## config.mk

```make
export PLATFORM = sky130hd
export DESIGN_NAME = rvc_expand_top
export DESIGN_NICKNAME = d
export VERILOG_FILES = /design/src/hw/rvc_isa_pkg.sv /design/src/hw/rvc_pipe_pkg.sv /design/src/hw/rvc_expand_top.sv /design/src/hw/rvc_issue_packer.sv /design/src/hw/rvc_lane.sv /design/src/hw/rvc_fetch_aligner.sv
export SDC_FILE = /design/constraint.sdc
export NUM_CORES = 1
export LEC_CHECK = 0
export BUFFER_PORTS_ARGS = -buffer_cell sky130_fd_sc_hd__buf_2
export CELL_PAD_IN_SITES_DETAIL_PLACEMENT = 0
export CELL_PAD_IN_SITES_GLOBAL_PLACEMENT = 2
export CORE_ASPECT_RATIO = 0.7
export CORE_MARGIN = 5
export CORE_UTILIZATION = 34
export DETAILED_ROUTE_END_ITERATION = 7
export MAX_ROUTING_LAYER = met4
export PLACE_DENSITY_LB_ADDON = 0.25
export SETUP_SLACK_MARGIN = 0.1
export SYNTH_ARGS = -nofsm -noshare
export SYNTH_HDL_FRONTEND = slang
export SYNTH_SLANG_ARGS = --single-unit
```

## constraint.sdc

```tcl
create_clock -name clk -period 2.45 [get_ports clk]
set_clock_uncertainty 0.1 [all_clocks]
set_input_delay 0.49 -clock clk [delete_from_list [all_inputs] [get_ports clk]]
set_output_delay 0.49 -clock clk [all_outputs]
set_load 0.02 [all_outputs]
```

## src/hw/rvc_isa_pkg.sv

```systemverilog
/*
 * RV32 base ISA definitions for the compressed expander
 * Parcel and instruction types, register indices, major opcodes,
 * funct3 codes and a few canned instructions
 */

package rvc_isa_pkg;

  // ==================================================
  // Types
  // ==================================================
  typedef logic [15:0] parcel_t;    // One 16-bit fetch parcel
  typedef logic [31:0] instr_t;     // Full base instruction
  typedef logic [4:0]  reg_idx_t;   // x0..x31
  typedef logic [2:0]  creg_idx_t;  // x8..x15 in compressed forms

  // ==================================================
  // Major opcodes (bits [6:0])
  // ==================================================
  localparam logic [6:0] OPC_OP_IMM = 7'b0010011;
  localparam logic [6:0] OPC_OP     = 7'b0110011;
  localparam logic [6:0] OPC_LUI    = 7'b0110111;
  localparam logic [6:0] OPC_JAL    = 7'b1101111;
  localparam logic [6:0] OPC_JALR   = 7'b1100111;
  localparam logic [6:0] OPC_BRANCH = 7'b1100011;
  localparam logic [6:0] OPC_LOAD   = 7'b0000011;
  localparam logic [6:0] OPC_STORE  = 7'b0100011;

  // ==================================================
  // funct3 codes
  // ==================================================
  // ALU group
  localparam logic [2:0] F3_ADD = 3'b000;  // ADD/SUB/ADDI/JALR
  localparam logic [2:0] F3_SLL = 3'b001;
  localparam logic [2:0] F3_XOR = 3'b100;
  localparam logic [2:0] F3_SR  = 3'b101;  // SRL and SRA
  localparam logic [2:0] F3_OR  = 3'b110;
  localparam logic [2:0] F3_AND = 3'b111;

  // Branches
  localparam logic [2:0] F3_BEQ = 3'b000;
  localparam logic [2:0] F3_BNE = 3'b001;

  // Word loads and stores
  localparam logic [2:0] F3_LW  = 3'b010;
  localparam logic [2:0] F3_SW  = 3'b010;

  // Fixed registers
  localparam reg_idx_t REG_ZERO = 5'd0;
  localparam reg_idx_t REG_RA   = 5'd1;  // Link register
  localparam reg_idx_t REG_SP   = 5'd2;  // Stack pointer

  // Canned encodings
  localparam instr_t INSTR_NOP    = 32'h0000_0013;  // ADDI x0, x0, 0
  localparam instr_t INSTR_EBREAK = 32'h0010_0073;

  // Low bits of a parcel that starts a 32-bit instruction
  localparam logic [1:0] QUAD_FULL = 2'b11;

endpackage
```

## src/hw/rvc_pipe_pkg.sv

```systemverilog
/*
 * Pipeline types for the compressed expander
 * Slot kinds from the aligner, per-lane input slots and lane results
 */

package rvc_pipe_pkg;

  // What a lane slot holds this cycle
  typedef enum logic [1:0] {
    SLOT_EMPTY  = 2'd0,  // Nothing, or second half of a pair
    SLOT_C16    = 2'd1,  // One compressed parcel in lo
    SLOT_FULL32 = 2'd2   // 32-bit instruction, {hi, lo}
  } slot_kind_e;

  // ==================================================
  // Aligner -> lane
  // ==================================================
  typedef struct packed {
    slot_kind_e          kind;
    rvc_isa_pkg::parcel_t lo;  // Lower address parcel
    rvc_isa_pkg::parcel_t hi;  // Upper half, SLOT_FULL32 only
  } lane_in_t;

  // ==================================================
  // Lane -> packer
  // ==================================================
  typedef struct packed {
    logic                valid;    // Slot produced an instruction
    rvc_isa_pkg::instr_t instr;    // Expanded or passed-through word
    logic                illegal;  // Reserved / unsupported C encoding
    logic                is_c;     // Came from a 16-bit parcel
  } lane_out_t;

endpackage

```

## src/hw/rvc_expand_top.sv

```systemverilog
/*
 * RV32C expander top
 * Aligner, one expansion lane per parcel, then the issue packer.
 * Three register stages from fetch_valid to out_valid.
 */

module rvc_expand_top #(
  parameter  int NUM_LANES = 2,
  localparam int CNT_W     = $clog2(NUM_LANES + 1)
) (
  input  logic                                    clk,
  input  logic                                    rst_n,
  input  logic                                    fetch_valid,
  input  rvc_isa_pkg::parcel_t [NUM_LANES-1:0]    fetch_word,
  output logic                                    out_valid,
  output rvc_pipe_pkg::lane_out_t [NUM_LANES-1:0] out_slots,
  output logic [CNT_W-1:0]                        out_count
);

  import rvc_pipe_pkg::*;

  logic                      slot_valid;
  logic                      lane_valid;  // slot_valid, lane stage delay
  lane_in_t  [NUM_LANES-1:0] lane_in;
  lane_out_t [NUM_LANES-1:0] lane_out;

  // Stage 1
  rvc_fetch_aligner #(.NUM_LANES(NUM_LANES)) u_aligner (
    .clk         (clk),
    .rst_n       (rst_n),
    .fetch_valid (fetch_valid),
    .fetch_word  (fetch_word),
    .slot_valid  (slot_valid),
    .lane_in     (lane_in)
  );

  // Stage 2, one lane per parcel
  for (genvar i = 0; i < NUM_LANES; i++) begin : g_lane
    rvc_lane u_lane (
      .clk      (clk),
      .rst_n    (rst_n),
      .lane_in  (lane_in[i]),
      .lane_out (lane_out[i])
    );
  end

  // Word strobe follows the lanes
  always_ff @(posedge clk or negedge rst_n) begin
    if (!rst_n) lane_valid <= 1'b0;
    else        lane_valid <= slot_valid;
  end

  // Stage 3
  rvc_issue_packer #(.NUM_LANES(NUM_LANES)) u_packer (
    .clk        (clk),
    .rst_n      (rst_n),
    .lane_valid (lane_valid),
    .lane_out   (lane_out),
    .out_valid  (out_valid),
    .out_slots  (out_slots),
    .out_count  (out_count)
  );

endmodule

```

## src/hw/rvc_issue_packer.sv

```systemverilog
/*
 * Issue packer
 * Compacts the valid lane results into the lowest output slots,
 * keeps lane order, zeroes the rest and counts them. Registered.
 */

module rvc_issue_packer #(
  parameter  int NUM_LANES = 2,
  localparam int CNT_W     = $clog2(NUM_LANES + 1)
) (
  input  logic                                    clk,
  input  logic                                    rst_n,
  input  logic                                    lane_valid,
  input  rvc_pipe_pkg::lane_out_t [NUM_LANES-1:0] lane_out,
  output logic                                    out_valid,
  output rvc_pipe_pkg::lane_out_t [NUM_LANES-1:0] out_slots,
  output logic [CNT_W-1:0]                        out_count
);

  import rvc_pipe_pkg::*;

  lane_out_t [NUM_LANES-1:0] packed_d;
  logic [CNT_W-1:0]          count_d;

  // Left-pack in lane order
  always_comb begin
    packed_d = '0;
    count_d  = '0;
    for (int i = 0; i < NUM_LANES; i++) begin
      if (lane_out[i].valid) begin
        packed_d[count_d] = lane_out[i];
        count_d           = count_d + 1'b1;
      end
    end
  end

  always_ff @(posedge clk or negedge rst_n) begin
    if (!rst_n) begin
      out_valid <= 1'b0;
      out_count <= '0;
    end else begin
      out_valid <= lane_valid;  // Pulses even for an empty word
      if (lane_valid) out_count <= count_d;
    end
  end

  always_ff @(posedge clk) begin
    if (lane_valid) out_slots <= packed_d;
  end

endmodule

```

## src/hw/rvc_lane.sv

```systemverilog
/*
 * Expansion lane
 * Turns one aligner slot into a 32-bit RV32 instruction. Compressed
 * parcels are decoded by quadrant and funct3, reserved or unsupported
 * encodings are flagged illegal and replaced by a NOP. Assembled 32-bit
 * instructions pass straight through. Result is registered.
 */

module rvc_lane (
  input  logic                   clk,
  input  logic                   rst_n,
  input  rvc_pipe_pkg::lane_in_t  lane_in,
  output rvc_pipe_pkg::lane_out_t lane_out
);

  import rvc_isa_pkg::*;
  import rvc_pipe_pkg::*;

  localparam logic [6:0] F7_ALT = 7'b0100000;  // SUB / SRAI

  // Compressed register field -> x8..x15
  function automatic reg_idx_t creg(input creg_idx_t r);
    return {2'b01, r};
  endfunction

  parcel_t c;
  assign c = lane_in.lo;

  // ==================================================
  // Field extraction
  // ==================================================
  logic [1:0] quad;
  logic [2:0] funct3;
  reg_idx_t   rd;      // Also rs1 in CR/CI forms
  reg_idx_t   rs2;
  reg_idx_t   rd_p;    // CIW/CL rd'
  reg_idx_t   rs1_p;   // Also rd' in CB ALU forms
  reg_idx_t   rs2_p;

  assign quad   = c[1:0];
  assign funct3 = c[15:13];
  assign rd     = c[11:7];
  assign rs2    = c[6:2];
  assign rd_p   = creg(c[4:2]);
  assign rs1_p  = creg(c[9:7]);
  assign rs2_p  = creg(c[4:2]);

  // Scrambled immediates, rebuilt in natural bit order
  logic [9:0]  imm_4spn;  // nzuimm[9:2], x4
  logic [6:0]  imm_lw;    // uimm[6:2]
  logic [7:0]  imm_lwsp;  // uimm[7:2]
  logic [7:0]  imm_swsp;
  logic [11:0] imm_6;     // Sign-extended imm[5:0], ADDI/LI/ANDI
  logic [11:0] imm_16sp;  // nzimm[9:4]
  logic [19:0] imm_lui;   // nzimm[17:12] sign-extended
  logic [5:0]  shamt;
  logic [20:0] imm_j;     // offset[11:1], sign-extended to 21 bits
  logic [12:0] imm_b;     // offset[8:1], sign-extended to 13 bits

  assign imm_4spn = {c[10:7], c[12:11], c[5], c[6], 2'b00};
  assign imm_lw   = {c[5], c[12:10], c[6], 2'b00};
  assign imm_lwsp = {c[3:2], c[12], c[6:4], 2'b00};
  assign imm_swsp = {c[8:7], c[12:9], 2'b00};
  assign imm_6    = {{7{c[12]}}, c[6:2]};
  assign imm_16sp = {{3{c[12]}}, c[4:3], c[5], c[2], c[6], 4'b0000};
  assign imm_lui  = {{15{c[12]}}, c[6:2]};
  assign shamt    = {c[12], c[6:2]};  // Bit 5 reserved on RV32
  assign imm_j    = {{10{c[12]}}, c[8], c[10:9], c[6], c[7], c[2], c[11],
                     c[5:3], 1'b0};
  assign imm_b    = {{5{c[12]}}, c[6:5], c[2], c[11:10], c[4:3], 1'b0};

  // ==================================================
  // Compressed decode
  // ==================================================
  instr_t exp_instr;
  logic   exp_illegal;

  always_comb begin
    exp_instr   = INSTR_NOP;  // Illegal forms leave the NOP
    exp_illegal = 1'b0;

    case (quad)
      // Quadrant 0: stack-relative add, word loads and stores
      2'b00: begin
        case (funct3)
          3'b000: begin  // C.ADDI4SPN
            if (imm_4spn == '0) exp_illegal = 1'b1;
            else exp_instr = {2'b00, imm_4spn, REG_SP, F3_ADD, rd_p, OPC_OP_IMM};
          end
          3'b010: exp_instr = {5'b0, imm_lw, rs1_p, F3_LW, rd_p, OPC_LOAD};  // C.LW
          3'b110: begin  // C.SW
            exp_instr = {5'b0, imm_lw[6:5], rs2_p, rs1_p, F3_SW, imm_lw[4:0], OPC_STORE};
          end
          default: exp_illegal = 1'b1;  // FP and RV64 forms
        endcase
      end

      // Quadrant 1: immediates, ALU, jumps, branches
      2'b01: begin
        case (funct3)
          3'b000: begin  // C.NOP / C.ADDI
            if (rd == REG_ZERO && imm_6 != '0) exp_illegal = 1'b1;
            else exp_instr = {imm_6, rd, F3_ADD, rd, OPC_OP_IMM};
          end
          3'b001: begin  // C.JAL
            exp_instr = {imm_j[20], imm_j[10:1], imm_j[11], imm_j[19:12], REG_RA, OPC_JAL};
          end
          3'b010: exp_instr = {imm_6, REG_ZERO, F3_ADD, rd, OPC_OP_IMM};  // C.LI, rd 0 hint
          3'b011: begin
            if (rd == REG_SP) begin  // C.ADDI16SP
              if (imm_16sp == '0) exp_illegal = 1'b1;
              else exp_instr = {imm_16sp, REG_SP, F3_ADD, REG_SP, OPC_OP_IMM};
            end else if (imm_6 != '0) begin  // C.LUI, rd 0 hint
              exp_instr = {imm_lui, rd, OPC_LUI};
            end else begin
              exp_illegal = 1'b1;  // Zero imm
            end
          end
          3'b100: begin
            case (c[11:10])
              2'b00: begin  // C.SRLI
                if (shamt[5]) exp_illegal = 1'b1;
                else exp_instr = {7'b0, shamt[4:0], rs1_p, F3_SR, rs1_p, OPC_OP_IMM};
              end
              2'b01: begin  // C.SRAI
                if (shamt[5]) exp_illegal = 1'b1;
                else exp_instr = {F7_ALT, shamt[4:0], rs1_p, F3_SR, rs1_p, OPC_OP_IMM};
              end
              2'b10: exp_instr = {imm_6, rs1_p, F3_AND, rs1_p, OPC_OP_IMM};  // C.ANDI
              default: begin
                case ({c[12], c[6:5]})  // Register-register group
                  3'b000: exp_instr = {F7_ALT, rs2_p, rs1_p, F3_ADD, rs1_p, OPC_OP};  // C.SUB
                  3'b001: exp_instr = {7'b0, rs2_p, rs1_p, F3_XOR, rs1_p, OPC_OP};
                  3'b010: exp_instr = {7'b0, rs2_p, rs1_p, F3_OR, rs1_p, OPC_OP};
                  3'b011: exp_instr = {7'b0, rs2_p, rs1_p, F3_AND, rs1_p, OPC_OP};
                  default: exp_illegal = 1'b1;  // SUBW/ADDW and reserved
                endcase
              end
            endcase
          end
          3'b101: begin  // C.J
            exp_instr = {imm_j[20], imm_j[10:1], imm_j[11], imm_j[19:12], REG_ZERO,
                         OPC_JAL};
          end
          3'b110: begin  // C.BEQZ
            exp_instr = {imm_b[12], imm_b[10:5], REG_ZERO, rs1_p, F3_BEQ, imm_b[4:1],
                         imm_b[11], OPC_BRANCH};
          end
          default: begin  // C.BNEZ
            exp_instr = {imm_b[12], imm_b[10:5], REG_ZERO, rs1_p, F3_BNE, imm_b[4:1],
                         imm_b[11], OPC_BRANCH};
          end
        endcase
      end

      // Quadrant 2: SP-relative, register moves, indirect jumps
      2'b10: begin
        case (funct3)
          3'b000: begin  // C.SLLI, rd 0 hint passes
            if (shamt[5]) exp_illegal = 1'b1;
            else exp_instr = {7'b0, shamt[4:0], rd, F3_SLL, rd, OPC_OP_IMM};
          end
          3'b010: begin  // C.LWSP
            if (rd == REG_ZERO) exp_illegal = 1'b1;
            else exp_instr = {4'b0, imm_lwsp, REG_SP, F3_LW, rd, OPC_LOAD};
          end
          3'b100: begin
            if (!c[12]) begin
              if (rs2 == REG_ZERO) begin  // C.JR
                if (rd == REG_ZERO) exp_illegal = 1'b1;
                else exp_instr = {12'b0, rd, F3_ADD, REG_ZERO, OPC_JALR};
              end else begin  // C.MV
                exp_instr = {7'b0, rs2, REG_ZERO, F3_ADD, rd, OPC_OP};
              end
            end else if (rs2 == REG_ZERO) begin
              if (rd == REG_ZERO) exp_instr = INSTR_EBREAK;  // C.EBREAK
              else exp_instr = {12'b0, rd, F3_ADD, REG_RA, OPC_JALR};  // C.JALR
            end else begin  // C.ADD
              exp_instr = {7'b0, rs2, rd, F3_ADD, rd, OPC_OP};
            end
          end
          3'b110: begin  // C.SWSP
            exp_instr = {4'b0, imm_swsp[7:5], rs2, REG_SP, F3_SW, imm_swsp[4:0], OPC_STORE};
          end
          default: exp_illegal = 1'b1;  // FP and LDSP/SDSP
        endcase
      end

      // Not compressed, never tagged C16 by the aligner
      default: exp_illegal = 1'b1;
    endcase
  end

  // ==================================================
  // Output register
  // ==================================================
  logic   valid_q;
  instr_t instr_q;
  logic   illegal_q;
  logic   is_c_q;

  always_ff @(posedge clk or negedge rst_n) begin
    if (!rst_n) valid_q <= 1'b0;
    else        valid_q <= (lane_in.kind != SLOT_EMPTY);
  end

  always_ff @(posedge clk) begin
    if (lane_in.kind == SLOT_FULL32) begin
      instr_q   <= {lane_in.hi, lane_in.lo};  // Pass through
      illegal_q <= 1'b0;
      is_c_q    <= 1'b0;
    end else begin
      instr_q   <= exp_instr;
      illegal_q <= exp_illegal;
      is_c_q    <= 1'b1;
    end
  end

  assign lane_out = '{valid: valid_q, instr: instr_q, illegal: illegal_q, is_c: is_c_q};

endmodule

```

## src/hw/rvc_fetch_aligner.sv

```systemverilog
/*
 * Fetch aligner
 * Walks the parcels of each fetch word in address order, splits them
 * into compressed and 32-bit slots, and carries the lower half of a
 * 32-bit instruction that ends a word over to the next valid word.
 * Slots and their strobe come out one cycle after the fetch word.
 */

module rvc_fetch_aligner #(
  parameter int NUM_LANES = 2
) (
  input  logic                                  clk,
  input  logic                                  rst_n,
  input  logic                                  fetch_valid,
  input  rvc_isa_pkg::parcel_t [NUM_LANES-1:0]  fetch_word,   // Parcel 0 at low address
  output logic                                  slot_valid,
  output rvc_pipe_pkg::lane_in_t [NUM_LANES-1:0] lane_in
);

  import rvc_isa_pkg::*;
  import rvc_pipe_pkg::*;

  lane_in_t [NUM_LANES-1:0] slots_d;  // Slot assignment for this word
  logic                     held_q;   // Lower half waiting for its upper half
  logic                     held_d;
  parcel_t                  held_lo_q;
  parcel_t                  held_lo_d;

  // ==================================================
  // Boundary scan
  // ==================================================
  always_comb begin
    logic skip;  // Parcel already consumed as an upper half
    slots_d   = '0;          // All SLOT_EMPTY
    held_d    = 1'b0;        // Only a fresh straddle sets it again
    held_lo_d = held_lo_q;
    skip      = 1'b0;

    // Finish the straddle from the previous word
    if (held_q) begin
      slots_d[0].kind = SLOT_FULL32;
      slots_d[0].lo   = held_lo_q;
      slots_d[0].hi   = fetch_word[0];
      skip            = 1'b1;
    end

    for (int i = 0; i < NUM_LANES; i++) begin
      if (skip) begin
        skip = 1'b0;  // Upper half, slot stays empty
      end else if (fetch_word[i][1:0] != QUAD_FULL) begin
        slots_d[i].kind = SLOT_C16;
        slots_d[i].lo   = fetch_word[i];
      end else if (i < NUM_LANES - 1) begin
        // Both halves in this word
        slots_d[i].kind = SLOT_FULL32;
        slots_d[i].lo   = fetch_word[i];
        slots_d[i].hi   = fetch_word[(i + 1) % NUM_LANES];
        skip            = 1'b1;
      end else begin
        held_d    = 1'b1;           // Last parcel starts a 32-bit instr
        held_lo_d = fetch_word[i];
      end
    end
  end

  // ==================================================
  // Registers
  // ==================================================
  always_ff @(posedge clk or negedge rst_n) begin
    if (!rst_n) begin
      slot_valid <= 1'b0;
      held_q     <= 1'b0;
      lane_in    <= '0;
    end else begin
      slot_valid <= fetch_valid;
      if (fetch_valid) begin
        held_q  <= held_d;
        lane_in <= slots_d;
      end else begin
        lane_in <= '0;  // Idle cycle, all slots empty; held state kept
      end
    end
  end

  // Held half is payload, qualified by held_q
  always_ff @(posedge clk) begin
    if (fetch_valid) held_lo_q <= held_lo_d;
  end

endmodule

```

==> results of run 1 <==
synthesized netlist by cell type, drive strengths merged (12+ instances only):
| cell | n |
|---|---|
| o21ai | 72 |
| a21oi | 56 |
| and2 | 54 |
| inv | 20 |
| dfxtp | 65 |
| o211ai | 15 |
| nor2 | 61 |
| a22oi | 18 |
| dfrtp | 59 |
| nand3 | 26 |
| nand2b | 18 |
| edfxtp | 84 |
| a211oi | 12 |
| clkbuf | 72 |
| buf | 27 |
| nor3 | 24 |
| o22ai | 15 |
| nand2 | 76 |
| nor2b | 49 |
| a31oi | 20 |
| a22o | 37 |
| mux2i | 20 |
what timing repair did:
item | 4_1_cts | 5_1_grt
pin swaps | 1 | 4
buffers inserted | 1 | 5
hold buffers | 1 | 0
endpoints found under the setup margin | 9 | 21
hold endpoints to repair | 59 | 0
resized for setup | 7 | 18
gates cloned | 0 | 0
sequential cells by signal, indices dropped and copies added, names as in the netlist, 2 cells and up:
signal / flops
u_aligner.held_lo_q: 16
u_packer.out_count: 2
g_lane.u_lane.instr_q: 62
u_packer.out_slots: 68
g_lane.u_lane.valid_q: 2
u_aligner.lane_in: 51
g_lane.u_lane.illegal_q: 2
layout make-up:
| cell class | count | area [sq um] |
|---|---|---|
| Fill cell | 3048 | 17500 |
| Sequential cell | 208 | 5310 |
| Multi-Input combinational cell | 747 | 4820 |
| Timing Repair Buffer | 273 | 1880 |
| Clock buffer | 30 | 642 |
| Tap cell | 420 | 526 |
| Clock inverter | 12 | 133 |
| Inverter | 23 | 86.3 |
power by group through the flow:
| stage | Clock, uW | Sequential, uW | Combinational [uW] |
|---|---|---|---|
| floorplan | 0 | 4120 | 863 |
| global placement | 0 | 4120 | 1790 |
| detailed placement | 0 | 4120 | 1750 |
| global route | 3800 | 4070 | 1960 |
| finish | 3570 | 4050 | 1860 |
| CTS | 3640 | 4050 | 1770 |
per-layer routing:
layer	track usage	vias up
met5	-	-
li1	-	4428
met3	0.0804	58
met4	0.0449	0
met2	0.333	628
met1	0.419	4766
cells by family after synthesis:
family,synth area share
muxes,0.0243
and+or+nand+nor,0.178
DFF,0.503
buffers and inverters,0.0467
adders and majority gates,0.00237
AOI/OAI and AO/OA,0.246
path summary, 6_finish.rpt:
check | depth (start not counted) | end | startpoint | slack [ns]
worst max-delay path | 7 | g_lane[1].u_lane.instr_q[7] | u_aligner.lane_in[60] | 0.09
worst min-delay path | 1 | u_aligner.held_lo_q[5] | fetch_word[21] | 0.09
worst max register to register | 7 | g_lane[1].u_lane.instr_q[7] | u_aligner.lane_in[60] | 0.09
worst min register to register | 0 | lane_valid | u_aligner.slot_valid | 0.25
max in group asynchronous | 3 | lane_valid | rst_n | 1.53
min in group asynchronous | 3 | u_aligner.held_q | rst_n | 0.40
through the flow:
step,instance area (sq um),total power [uW],hold WS [ns]
final,13400,9470,0.0891
after global routing,13400,9830,0.0753
after CTS,13300,9470,0.0686
after detailed placement,12500,5880,0.235
after global placement,12500,5910,0.235
after floorplan,10500,4980,0.0944
==> out/qor.csv, run 1 <==
stage,metric,value,unit
timing,Max Clk Rate,425,MHz
power,sw power,2850,uW
placed_design,routability cong.,1.04,
yosys,Synth async-reset ratio,0.284,
timing,Final Slew Violations,0,
setup_path,Startpoint Class,flip-flop,
drt,DRT Pass-1 Iters,6,
finish,n_diodes,0,
drt,top layer in use,met4,
finish,Nets,1313,
setup_path,"Largest stage delay, worst path",0.52,ns
setup_path,Setup CP Type,reg -> reg,
timing,setup TNS,0,ns
cts,CTS tree,built,
placed_design,dpl ws,0.0265,ns
yosys,Synth Register Bits,208,
floorplan,core area,30900,sq um
global_routing,initial antenna violation count,2,
drt,Iter 0 DRT Violations,1256,
setup_path,cell mode on critical path,buf_6,
yosys,Synth area leader,edfxtp_1,
finish,final design utilization,0.434,
finish,"most common cell after layout, fill and taps aside",buf_4,
yosys,most used flip-flop cell after synthesis,edfxtp_1,
power,Lkg Pwr,0.00543,uW
drt,met2 routed WL,17000,microns
timing,headroom to the max-slew limit,0.289,
floorplan,number of core rows,54,
timing,final setup fails,0,
power,Pwr Density,707,nW/um^2
floorplan,die height,157,microns
yosys,average instance area after synthesis,9.79,sq um
power,Clock Power Share,0.377,
global_routing,largest net degree at the start of global routing,60,
finish,area grow syn2layout,27.0,%
yosys,sequential area share after synthesis,0.503,
yosys,Synth area leaders,"edfxtp_1, dfrtp_1, dfxtp_1, o21ai_0, and2_1",
yosys,top-area cell type share of the netlist area,0.239,
yosys,Gate Count Post-Synth,1077,
setup_path,CP Max Fanout,4,
timing,period utilization,0.961,
timing,Fin. Hold Viols,0,
floorplan,die width,221,microns
timing,setup slack after layout,0.0947,ns
power,Logic pwr share,0.196,
floorplan,Ports,108,
cts,H-tree level count,1,
power,"IR drop worst, VDD",0.422,mV
finish,share of cells above drive strength 1,0.270,
yosys,"Cell Area, Synth",10500,sq um
cts,Root Buffer,clkbuf_16,
drt,WL final,45600,microns
cts,clk buf depth,3,
setup_path,Worst EP required,2.72,ns
global_routing,GRT Total Usage,0.266,
yosys,synth warn,0,
drt,vias,9880,
drt,DR vias/cell,5.77,
yosys,syn_nets,1114,
power,Sw Ratio,0.301,
drt,DRC viols,0,
yosys,Post-synth EDFFs,84,
setup_path,CP cell instances,buf_6 -> nor4_4 -> buf_6 -> o211ai_4 -> a211o_1 -> a222oi_1 -> o211ai_1,
power,Reg power frac,0.428,
global_routing,grt ovf,0,
cts,clock transition at the registers of the reported paths,0.06,ns
timing,final worst path period need,2.36,ns
timing,RSZ-0062 raised after global routing,yes,
drt,M1 WL,22200,microns
setup_path,crit path capture type,flip-flop,
setup_path,"delay-heaviest family, CP",compound AO/OA/AOI/OAI gates,
drt,drt wl/cell,26.6,microns
cts,cts bufs inserted,23,
cts,Clock Latency Late Sink,0.53,ns
placed_design,port bufs,107,
timing,slew of the pin with the lowest slew margin,1.07,ns
global_routing,number of global-route vias before repair,9608,
cts,CTS Sinks,208,
finish,"commonest non-fill, non-tap cells in the layout","buf_4, buf_2, edfxtp_1, nand2_1",
yosys,Synth cell types,83,
floorplan,die area,34700,sq um
setup_path,worst path buffer plus inverter count,2,
power,Int Pwr,6630,uW
job,max_cap viols,0,
min_path,Hold WC Path Type,in -> reg,
global_routing,global-route wire length before repair,66100,microns
placed_design,Placed Cells,1664,
setup_path,Crit path arrival time,2.63,ns
setup_path,Worst path slowest cell,a222oi_1,
finish,fin cells,1713,
floorplan,Initial Util,0.342,
drt,wire length on met3,5650,microns
placed_design,Post-DP HPWL,35500,microns
run_status,status,completed,
drt,antenna violation net count after detailed routing,0,
Note: power is estimated with default switching activity, not from simulation.
==> run 2, diff against run 1 <==
--- a/config.mk
+++ b/config.mk
@@ -10,11 +10,12 @@
 export CELL_PAD_IN_SITES_GLOBAL_PLACEMENT = 2
 export CORE_ASPECT_RATIO = 0.7
 export CORE_MARGIN = 5
-export CORE_UTILIZATION = 34
+export CORE_UTILIZATION = 35
 export DETAILED_ROUTE_END_ITERATION = 7
 export MAX_ROUTING_LAYER = met4
 export PLACE_DENSITY_LB_ADDON = 0.25
 export SETUP_SLACK_MARGIN = 0.1
 export SYNTH_ARGS = -nofsm -noshare
 export SYNTH_HDL_FRONTEND = slang
+export SYNTH_HIERARCHICAL = 1
 export SYNTH_SLANG_ARGS = --single-unit
==> run 2 against run 1 <==
The run now ends with slew limit left; utilization grew 1.5 points; register-to-register slack hardly changed; critical path depth stayed put; first-iteration DRC count increased by 8.6%; synthesized cell count is 7.3% higher; clock power shrank 3%; sequential share of layout area shrank 1.9 points; sequential power increased by 4%; flip-flop and latch count increased by 5; critical endpoint is now g_lane[0].u_lane/instr_q[27].
==> out/qor.csv, run 2 <==
stage,metric,value,unit,change
setup_path,Worst R2R Path Depth,7,,unchanged
drt,antenna violation net count after detailed routing,0,,unchanged
job,max_cap viols,0,,unchanged
setup_path,cell mode on critical path,buf_4,,
floorplan,number of core rows,55,,+1.9%
setup_path,R2R Setup Slk,0.10,ns,about the same
finish,"most common cell after layout, fill and taps aside",buf_4,,
placed_design,port bufs,107,,unchanged
placed_design,Post-DP HPWL,40900,microns,+15%
drt,DR vias/cell,5.83,,+1.0%
floorplan,core area,32100,sq um,+4.1%
yosys,most frequent cells after synthesis,"nand2_1, edfxtp_1, a21oi_1",,
finish,max reg flops,70,,+2.9%
floorplan,die width,225,microns,+2.1%
setup_path,crit path capture type,flip-flop,,
timing,Final Slew Violations,31,,+31
yosys,Synth async-reset ratio,0.277,,-0.00666
yosys,Gate Count Post-Synth,1156,,+7.3%
timing,setup TNS,0,ns,unchanged
placed_design,dpl ws,0.0529,ns,+0.0265 ns
finish,n_diodes,0,,unchanged
finish,"commonest non-fill, non-tap cells in the layout","buf_4, buf_2, nand2_1, edfxtp_1, a21oi_1",,
placed_design,Placed Cells,1804,,+8.4%
global_routing,largest net degree at the start of global routing,47,,-22%
setup_path,reg2reg end,g_lane[0].u_lane/instr_q[27],,
global_routing,grt ovf,0,,unchanged
yosys,Synth cell types,98,,+18%
setup_path,Crit path arrival time,2.65,ns,+0.02 ns
timing,headroom to the max-slew limit,-0.792,,-1.08
drt,vias,10800,,+8.9%
yosys,"Cell Area, Synth",11300,sq um,+7.5%
min_path,hold path cells,1,,unchanged
power,Lkg Pwr,0.00605,uW,+11%
yosys,Synth Register Bits,213,,+2.4%
cts,Clock Latency Late Sink,0.54,ns,about the same
setup_path,Worst EP required,2.75,ns,+0.03 ns
min_path,Hold WC Path Type,in -> reg,,
global_routing,GRT Total Usage,0.288,,+0.0221
floorplan,Initial Util,0.353,,+0.0113
min_path,Hold Crit Start,fetch_word[28],,
global_routing,initial antenna violation count,0,,-2
setup_path,Startpoint Class,flip-flop,,
yosys,most common cell in the synthesized netlist,nand2_1,,
finish,Nets,1440,,+9.7%
cts,clk buf depth,3,,unchanged
min_path,Hold Path End,u_aligner/held_lo_q[12],,
power,Pwr Density,681,nW/um^2,-3.8%
drt,DRC viols,0,,unchanged
drt,DRT Pass-1 Iters,6,,unchanged
finish,biggest regs,"u_packer/out_slots: 70 flops, g_lane.u_lane/instr_q: 64 flops, u_aligner/lane_in: 51 flops",,
drt,drt wl/cell,28.3,microns,+6.1%
finish,fin cells,1847,,+7.8%
timing,setup slack after layout,0.104,ns,+0.00893 ns
setup_path,"Largest stage delay, worst path",0.53,ns,about the same
timing,period utilization,0.958,,-0.00364
yosys,Synth area leaders,"edfxtp_1, dfrtp_1, dfxtp_1, a22o_1, a21oi_1",,
timing,RSZ-0062 raised after global routing,yes,,
yosys,top-area cell type share of the netlist area,0.228,,-0.0114
finish,Reg with most FFs,u_packer/out_slots,,
cts,H-tree level count,1,,unchanged
drt,Iter 0 DRT Violations,1364,,+8.6%
setup_path,CP cell instances,buf_4 -> and2_0 -> buf_4 -> o21a_1 -> a2bb2oi_1 -> a21oi_1 -> a221o_1,,
placed_design,routability cong.,1.01,,-2.5%
finish,final design utilization,0.448,,+0.0147
yosys,Synth area leader,edfxtp_1,,
global_routing,global-route wire length before repair,74200,microns,+12%
yosys,most used flip-flop cell after synthesis,edfxtp_1,,
drt,WL final,52200,microns,+14%
finish,area grow syn2layout,27.1,%,about the same
run_status,failing checks,slew limit,,
power,"IR drop worst, VDD",0.705,mV,+67%
timing,Max Clk Rate,426,MHz,+0.38%
cts,CTS tree,built,,
setup_path,Worst path slowest cell,dfrtp_2,,
floorplan,Ports,108,,unchanged
cts,Root Buffer,clkbuf_16,,
yosys,sequential area share after synthesis,0.478,,-0.0246
floorplan,die height,161,microns,+2.1%
floorplan,die area,36200,sq um,+4.2%
setup_path,reg2reg start,u_aligner/lane_in[31],,
yosys,Post-synth EDFFs,86,,+2.4%
finish,share of cells above drive strength 1,0.294,,+0.0237
global_routing,number of global-route vias before repair,10200,,+6.0%
power,Tot Pwr,9810,uW,+3.6%
setup_path,Setup CP Type,reg -> reg,,
cts,cts bufs inserted,23,,unchanged
run_status,status,"finished, violations left",,
timing,final setup fails,0,,unchanged
cts,clock transition at the registers of the reported paths,0.06,ns,about the same
yosys,average instance area after synthesis,9.81,sq um,+0.17%
yosys,synth warn,6,,+6
cts,CTS Sinks,213,,+2.4%
timing,Fin. Hold Viols,0,,unchanged
setup_path,CP Max Fanout,12,,+8
timing,final worst path period need,2.35,ns,-0.00893 ns
timing,slew of the pin with the lowest slew margin,2.68,ns,+1.62 ns
## run 2: routing by layer
metal  track usage  up-vias  wire (microns)
li1              -     4807               -
met1         0.454     5282           25900
met2         0.347      598           19000
met3         0.101       76            6080
met4        0.0566        0            1170
met5             -        -               0
## run 2: cells by family after synthesis
family / share of synthesized area
muxes: 0.0171
AOI/OAI and AO/OA: 0.238
DFF: 0.478
adders and majority gates: 0.00221
other: 0.000331
buffers and inverters: 0.0694
and+or+nand+nor: 0.195
## run 2: how the worst max path moves through the flow
| stage | from | end | slack (ns) | depth (start not counted) |
|---|---|---|---|---|
| 3_3_place_gp | u_aligner/lane_in[27] | g_lane[0].u_lane/instr_q[16] | -0.04 | 6 |
| 5_1_grt | u_aligner/lane_in[31] | g_lane[0].u_lane/instr_q[27] | 0.08 | 7 |
| 6_report | u_aligner/lane_in[31] | g_lane[0].u_lane/instr_q[27] | 0.10 | 7 |
| 3_5_place_dp | u_aligner/lane_in[27] | g_lane[0].u_lane/instr_q[16] | 0.05 | 6 |
| 4_1_cts | u_aligner/lane_in[60] | g_lane[1].u_lane/instr_q[15] | 0.11 | 6 |
| 2_1_floorplan | fetch_word[0] | u_aligner/held_lo_q[0] | 0.33 | 4 |
## run 2: final cells by class
| type | count | area (sq um) |
|---|---|---|
| timing repair buffer | 338 | 2410 |
| tap | 427 | 534 |
| fill | 3121 | 17700 |
| inverter | 15 | 56.3 |
| sequential | 213 | 5430 |
| multi-input combinational | 812 | 5240 |
| clock buffer | 30 | 632 |
| clock inverter | 12 | 114 |
## run 2: per-stage QoR
step                instance area [sq um]  hold WS, ns
floorplan                           11400       0.0944
global placement                    13600        0.233
detailed placement                  13600        0.236
CTS                                 14400       0.0529
global route                        14400       0.0647
finish                              14400       0.0816
## run 2: critical path: cells and delay by family (launching register included)
kind / cells / cell delay [ns]
AO/OA/AOI/OAI: 4 / 0.86
buffers and inverters: 2 / 0.45
AND/OR/NAND/NOR: 1 / 0.25
flip-flops: 1 / 0.53
## run 2: timing repair
item | CTS | global route
endpoints found under the hold margin | 13 | 0
buffers inserted | 0 | 0
pin swaps | 0 | 2
resized for setup | 2 | 12
hold buffers | 1 | 0
setup endpoints to repair | 2 | 17
## run 2: where the power goes
group	internal [uW]	total [uW]	switching, uW
sequential	3990	4220	224
combinational	810	2140	1330
clock	1950	3450	1500
==> run 3, diff against run 2 <==
--- a/config.mk
+++ b/config.mk
@@ -10,7 +10,7 @@
 export CELL_PAD_IN_SITES_GLOBAL_PLACEMENT = 2
 export CORE_ASPECT_RATIO = 0.7
 export CORE_MARGIN = 5
-export CORE_UTILIZATION = 35
+export CORE_UTILIZATION = 38
 export DETAILED_ROUTE_END_ITERATION = 7
 export MAX_ROUTING_LAYER = met4
 export PLACE_DENSITY_LB_ADDON = 0.25
==> constraint.sdc (replaced) <==
create_clock -name clk -period 2.5 [get_ports clk]
set_clock_uncertainty 0.1 [all_clocks]
set_input_delay 0.5 -clock clk [delete_from_list [all_inputs] [get_ports clk]]
set_output_delay 0.5 -clock clk [all_outputs]
set_load 0.02 [all_outputs]
==> run 3 against run 2 <==
The run still ends with slew limit left; sequential share of layout area increased by 1.1 points; fmax decreased by 1.5%; register-to-register slack improved by 0.02 ns; combinational power decreased by 7%; cell count decreased by 4.7%; power decreased by 3.6%; worst setup slack improved by 0.015 ns; global-route usage increased by 1.1 points; via count decreased by 0.51%; critical endpoint is now g_lane[1].u_lane/instr_q[7]; highest routed layer unchanged.
==> out/qor.csv, run 3 (same netlist as run 2, synthesis figures left out) <==
stage,metric,value,unit,change
finish,biggest regs,"u_packer/out_slots: 70 flops, g_lane.u_lane/instr_q: 64 flops, u_aligner/lane_in: 51 flops",,
placed_design,port bufs,107,,unchanged
setup_path,Crit path arrival time,2.63,ns,-0.02 ns
setup_path,crit path capture type,flip-flop,,
cts,H-tree level count,1,,unchanged
timing,Max Clk Rate,420,MHz,-1.5%
drt,vias,10700,,-0.51%
floorplan,Initial Util,0.389,,+0.0362
floorplan,core area,29100,sq um,-9.3%
min_path,Hold Crit Start,fetch_word[31],,
setup_path,crit path from,u_aligner/lane_in[60],,
timing,setup TNS,0,ns,unchanged
timing,Final Slew Violations,31,,unchanged
drt,antenna violation net count after detailed routing,0,,unchanged
job,max_cap viols,0,,unchanged
global_routing,number of global-route vias before repair,9951,,-2.3%
finish,area grow syn2layout,23.5,%,
timing,slew of the pin with the lowest slew margin,2.62,ns,-0.0671 ns
timing,period utilization,0.953,,-0.00520
run_status,failing checks,slew limit,,
timing,setup slack after layout,0.119,ns,+0.0151 ns
drt,DR vias/cell,6.08,,+4.3%
floorplan,die height,155,microns,-3.8%
cts,CTS Sinks,213,,unchanged
placed_design,dpl ws,0.0712,ns,+0.0183 ns
power,Int Pwr,6550,uW,-3.1%
power,Pwr Density,675,nW/um^2,-0.77%
global_routing,largest net degree at the start of global routing,48,,+2.1%
drt,DRC viols,0,,unchanged
drt,drt wl/cell,28.5,microns,+0.83%
global_routing,GRT Total Usage,0.299,,+0.0107
power,Logic pwr share,0.212,,-0.006
timing,final setup fails,0,,unchanged
power,sw power,2910,uW,-4.8%
setup_path,Worst EP required,2.75,ns,about the same
finish,"most common cell after layout, fill and taps aside",buf_4,,
global_routing,initial antenna violation count,0,,unchanged
timing,RSZ-0062 raised after global routing,yes,,
timing,final worst path period need,2.38,ns,+0.0349 ns
finish,max reg flops,70,,unchanged
setup_path,Setup CP Type,reg -> reg,,
floorplan,number of core rows,52,,-5.5%
cts,"Setup Fix Bufs, Post-CTS",0,,unchanged
placed_design,Post-DP HPWL,39500,microns,-3.4%
finish,Nets,1405,,-2.4%
drt,WL final,50200,microns,-3.9%
cts,clk buf depth,3,,unchanged
global_routing,grt ovf,0,,unchanged
power,Clock Power Share,0.349,,-0.003
timing,headroom to the max-slew limit,-0.747,,+0.0449
min_path,Hold WC Path Type,in -> reg,,
cts,Root Buffer,clkbuf_16,,
run_status,status,"finished, violations left",,
drt,DRT Pass-1 Iters,6,,unchanged
floorplan,die width,216,microns,-3.8%
cts,cts bufs inserted,23,,unchanged
floorplan,die area,33500,sq um,-7.5%
finish,"commonest non-fill, non-tap cells in the layout","buf_4, buf_2, nand2_1, edfxtp_1, a21oi_1",,
global_routing,global-route wire length before repair,72100,microns,-2.8%
cts,CTS tree,built,,
finish,final design utilization,0.480,,+0.0318
finish,Reg with most FFs,u_packer/out_slots,,
drt,Iter 0 DRT Violations,1488,,+9.1%
placed_design,routability cong.,1.00,,-0.93%
power,"IR drop worst, VDD",0.437,mV,-38%
power,Reg power frac,0.439,,+0.009
setup_path,Startpoint Class,flip-flop,,
power,Lkg Pwr,0.00584,uW,-3.4%
cts,clock transition at the registers of the reported paths,0.06,ns,about the same
finish,n_diodes,0,,unchanged
floorplan,Ports,108,,unchanged
cts,Clock Latency Late Sink,0.52,ns,-0.02 ns
timing,Fin. Hold Viols,0,,unchanged
setup_path,CP Max Fanout,8,,-4
finish,share of cells above drive strength 1,0.272,,-0.0218
setup_path,reg2reg start,u_aligner/lane_in[60],,
power,Sw Ratio,0.307,,-0.00381
-- run 3: cell count changes in the layout (fill, tap and decap cells not counted), moves of 2 or more --
cell and change:
inv_6 -3, buf_12 -4, buf_4 -30, clkbuf_1 +2
-- run 3: cell type report --
type | count | area, sq um
Timing Repair Buffer | 303 | 2100
Sequential cell | 213 | 5430
Fill cell | 2817 | 15100
Clock inverter | 8 | 78.8
Inverter | 15 | 56.3
Tap cell | 378 | 473
Clock buffer | 32 | 639
Multi-Input combinational cell | 812 | 5230
-- run 3: metrics by stage --
step	instances	hold WS, ns	total power, uW	area, sq um
floorplan	1172	0.104	5200	11400
global placement	1720	0.233	6150	13200
detailed placement	1720	0.253	6130	13200
CTS	1761	0.0787	9420	14000
global route	1761	0.0833	9770	14000
finish	1761	0.0983	9460	14000
-- run 3: metal layers --
| layer | global-route usage | wire length [microns] |
|---|---|---|
| met3 | 0.104 | 6410 |
| met1 | 0.479 | 24800 |
| met5 | - | 0 |
| met4 | 0.0285 | 463 |
| met2 | 0.365 | 18500 |
-- run 3: final timing paths --
path                       slack (ns)  cells after the start                     endpoint
hold / removal                    0.1                      1      u_aligner/held_lo_q[15]
max in group asynchronous        1.33                      3        u_aligner/lane_in[30]
min in group asynchronous        0.42                      2           u_packer/out_valid
hold reg to reg                  0.26                      0                   lane_valid
setup reg to reg                 0.12                      6  g_lane[1].u_lane/instr_q[7]
setup / recovery                 0.12                      6  g_lane[1].u_lane/instr_q[7]
-- run 3: what timing repair did --
| item | CTS | global route |
|---|---|---|
| cloned | 0 | 0 |
| pin swaps | 0 | 0 |
| hold buffers | 1 | 0 |
| hold endpoints to repair | 21 | 0 |
| endpoints found under the setup margin | 2 | 14 |
| resized for setup | 2 | 8 |
-- run 3: power by group through the flow --
stage	registers (uW)	clock network, uW	logic (uW)
5_1_grt	4170	3500	2110
3_5_place_dp	4220	0	1910
6_report	4150	3300	2000
4_1_cts	4150	3350	1920
2_1_floorplan	4200	0	1010
3_3_place_gp	4210	0	1940
-- run 3: critical path: stages, from the launching register on --
cell and delay [ns]:
dfrtp_1 0.42, or4_4 0.67, nor2_4 0.27, nor3_1 0.14, buf_4 0.19, o211ai_1 0.21
o211ai_1 0.20
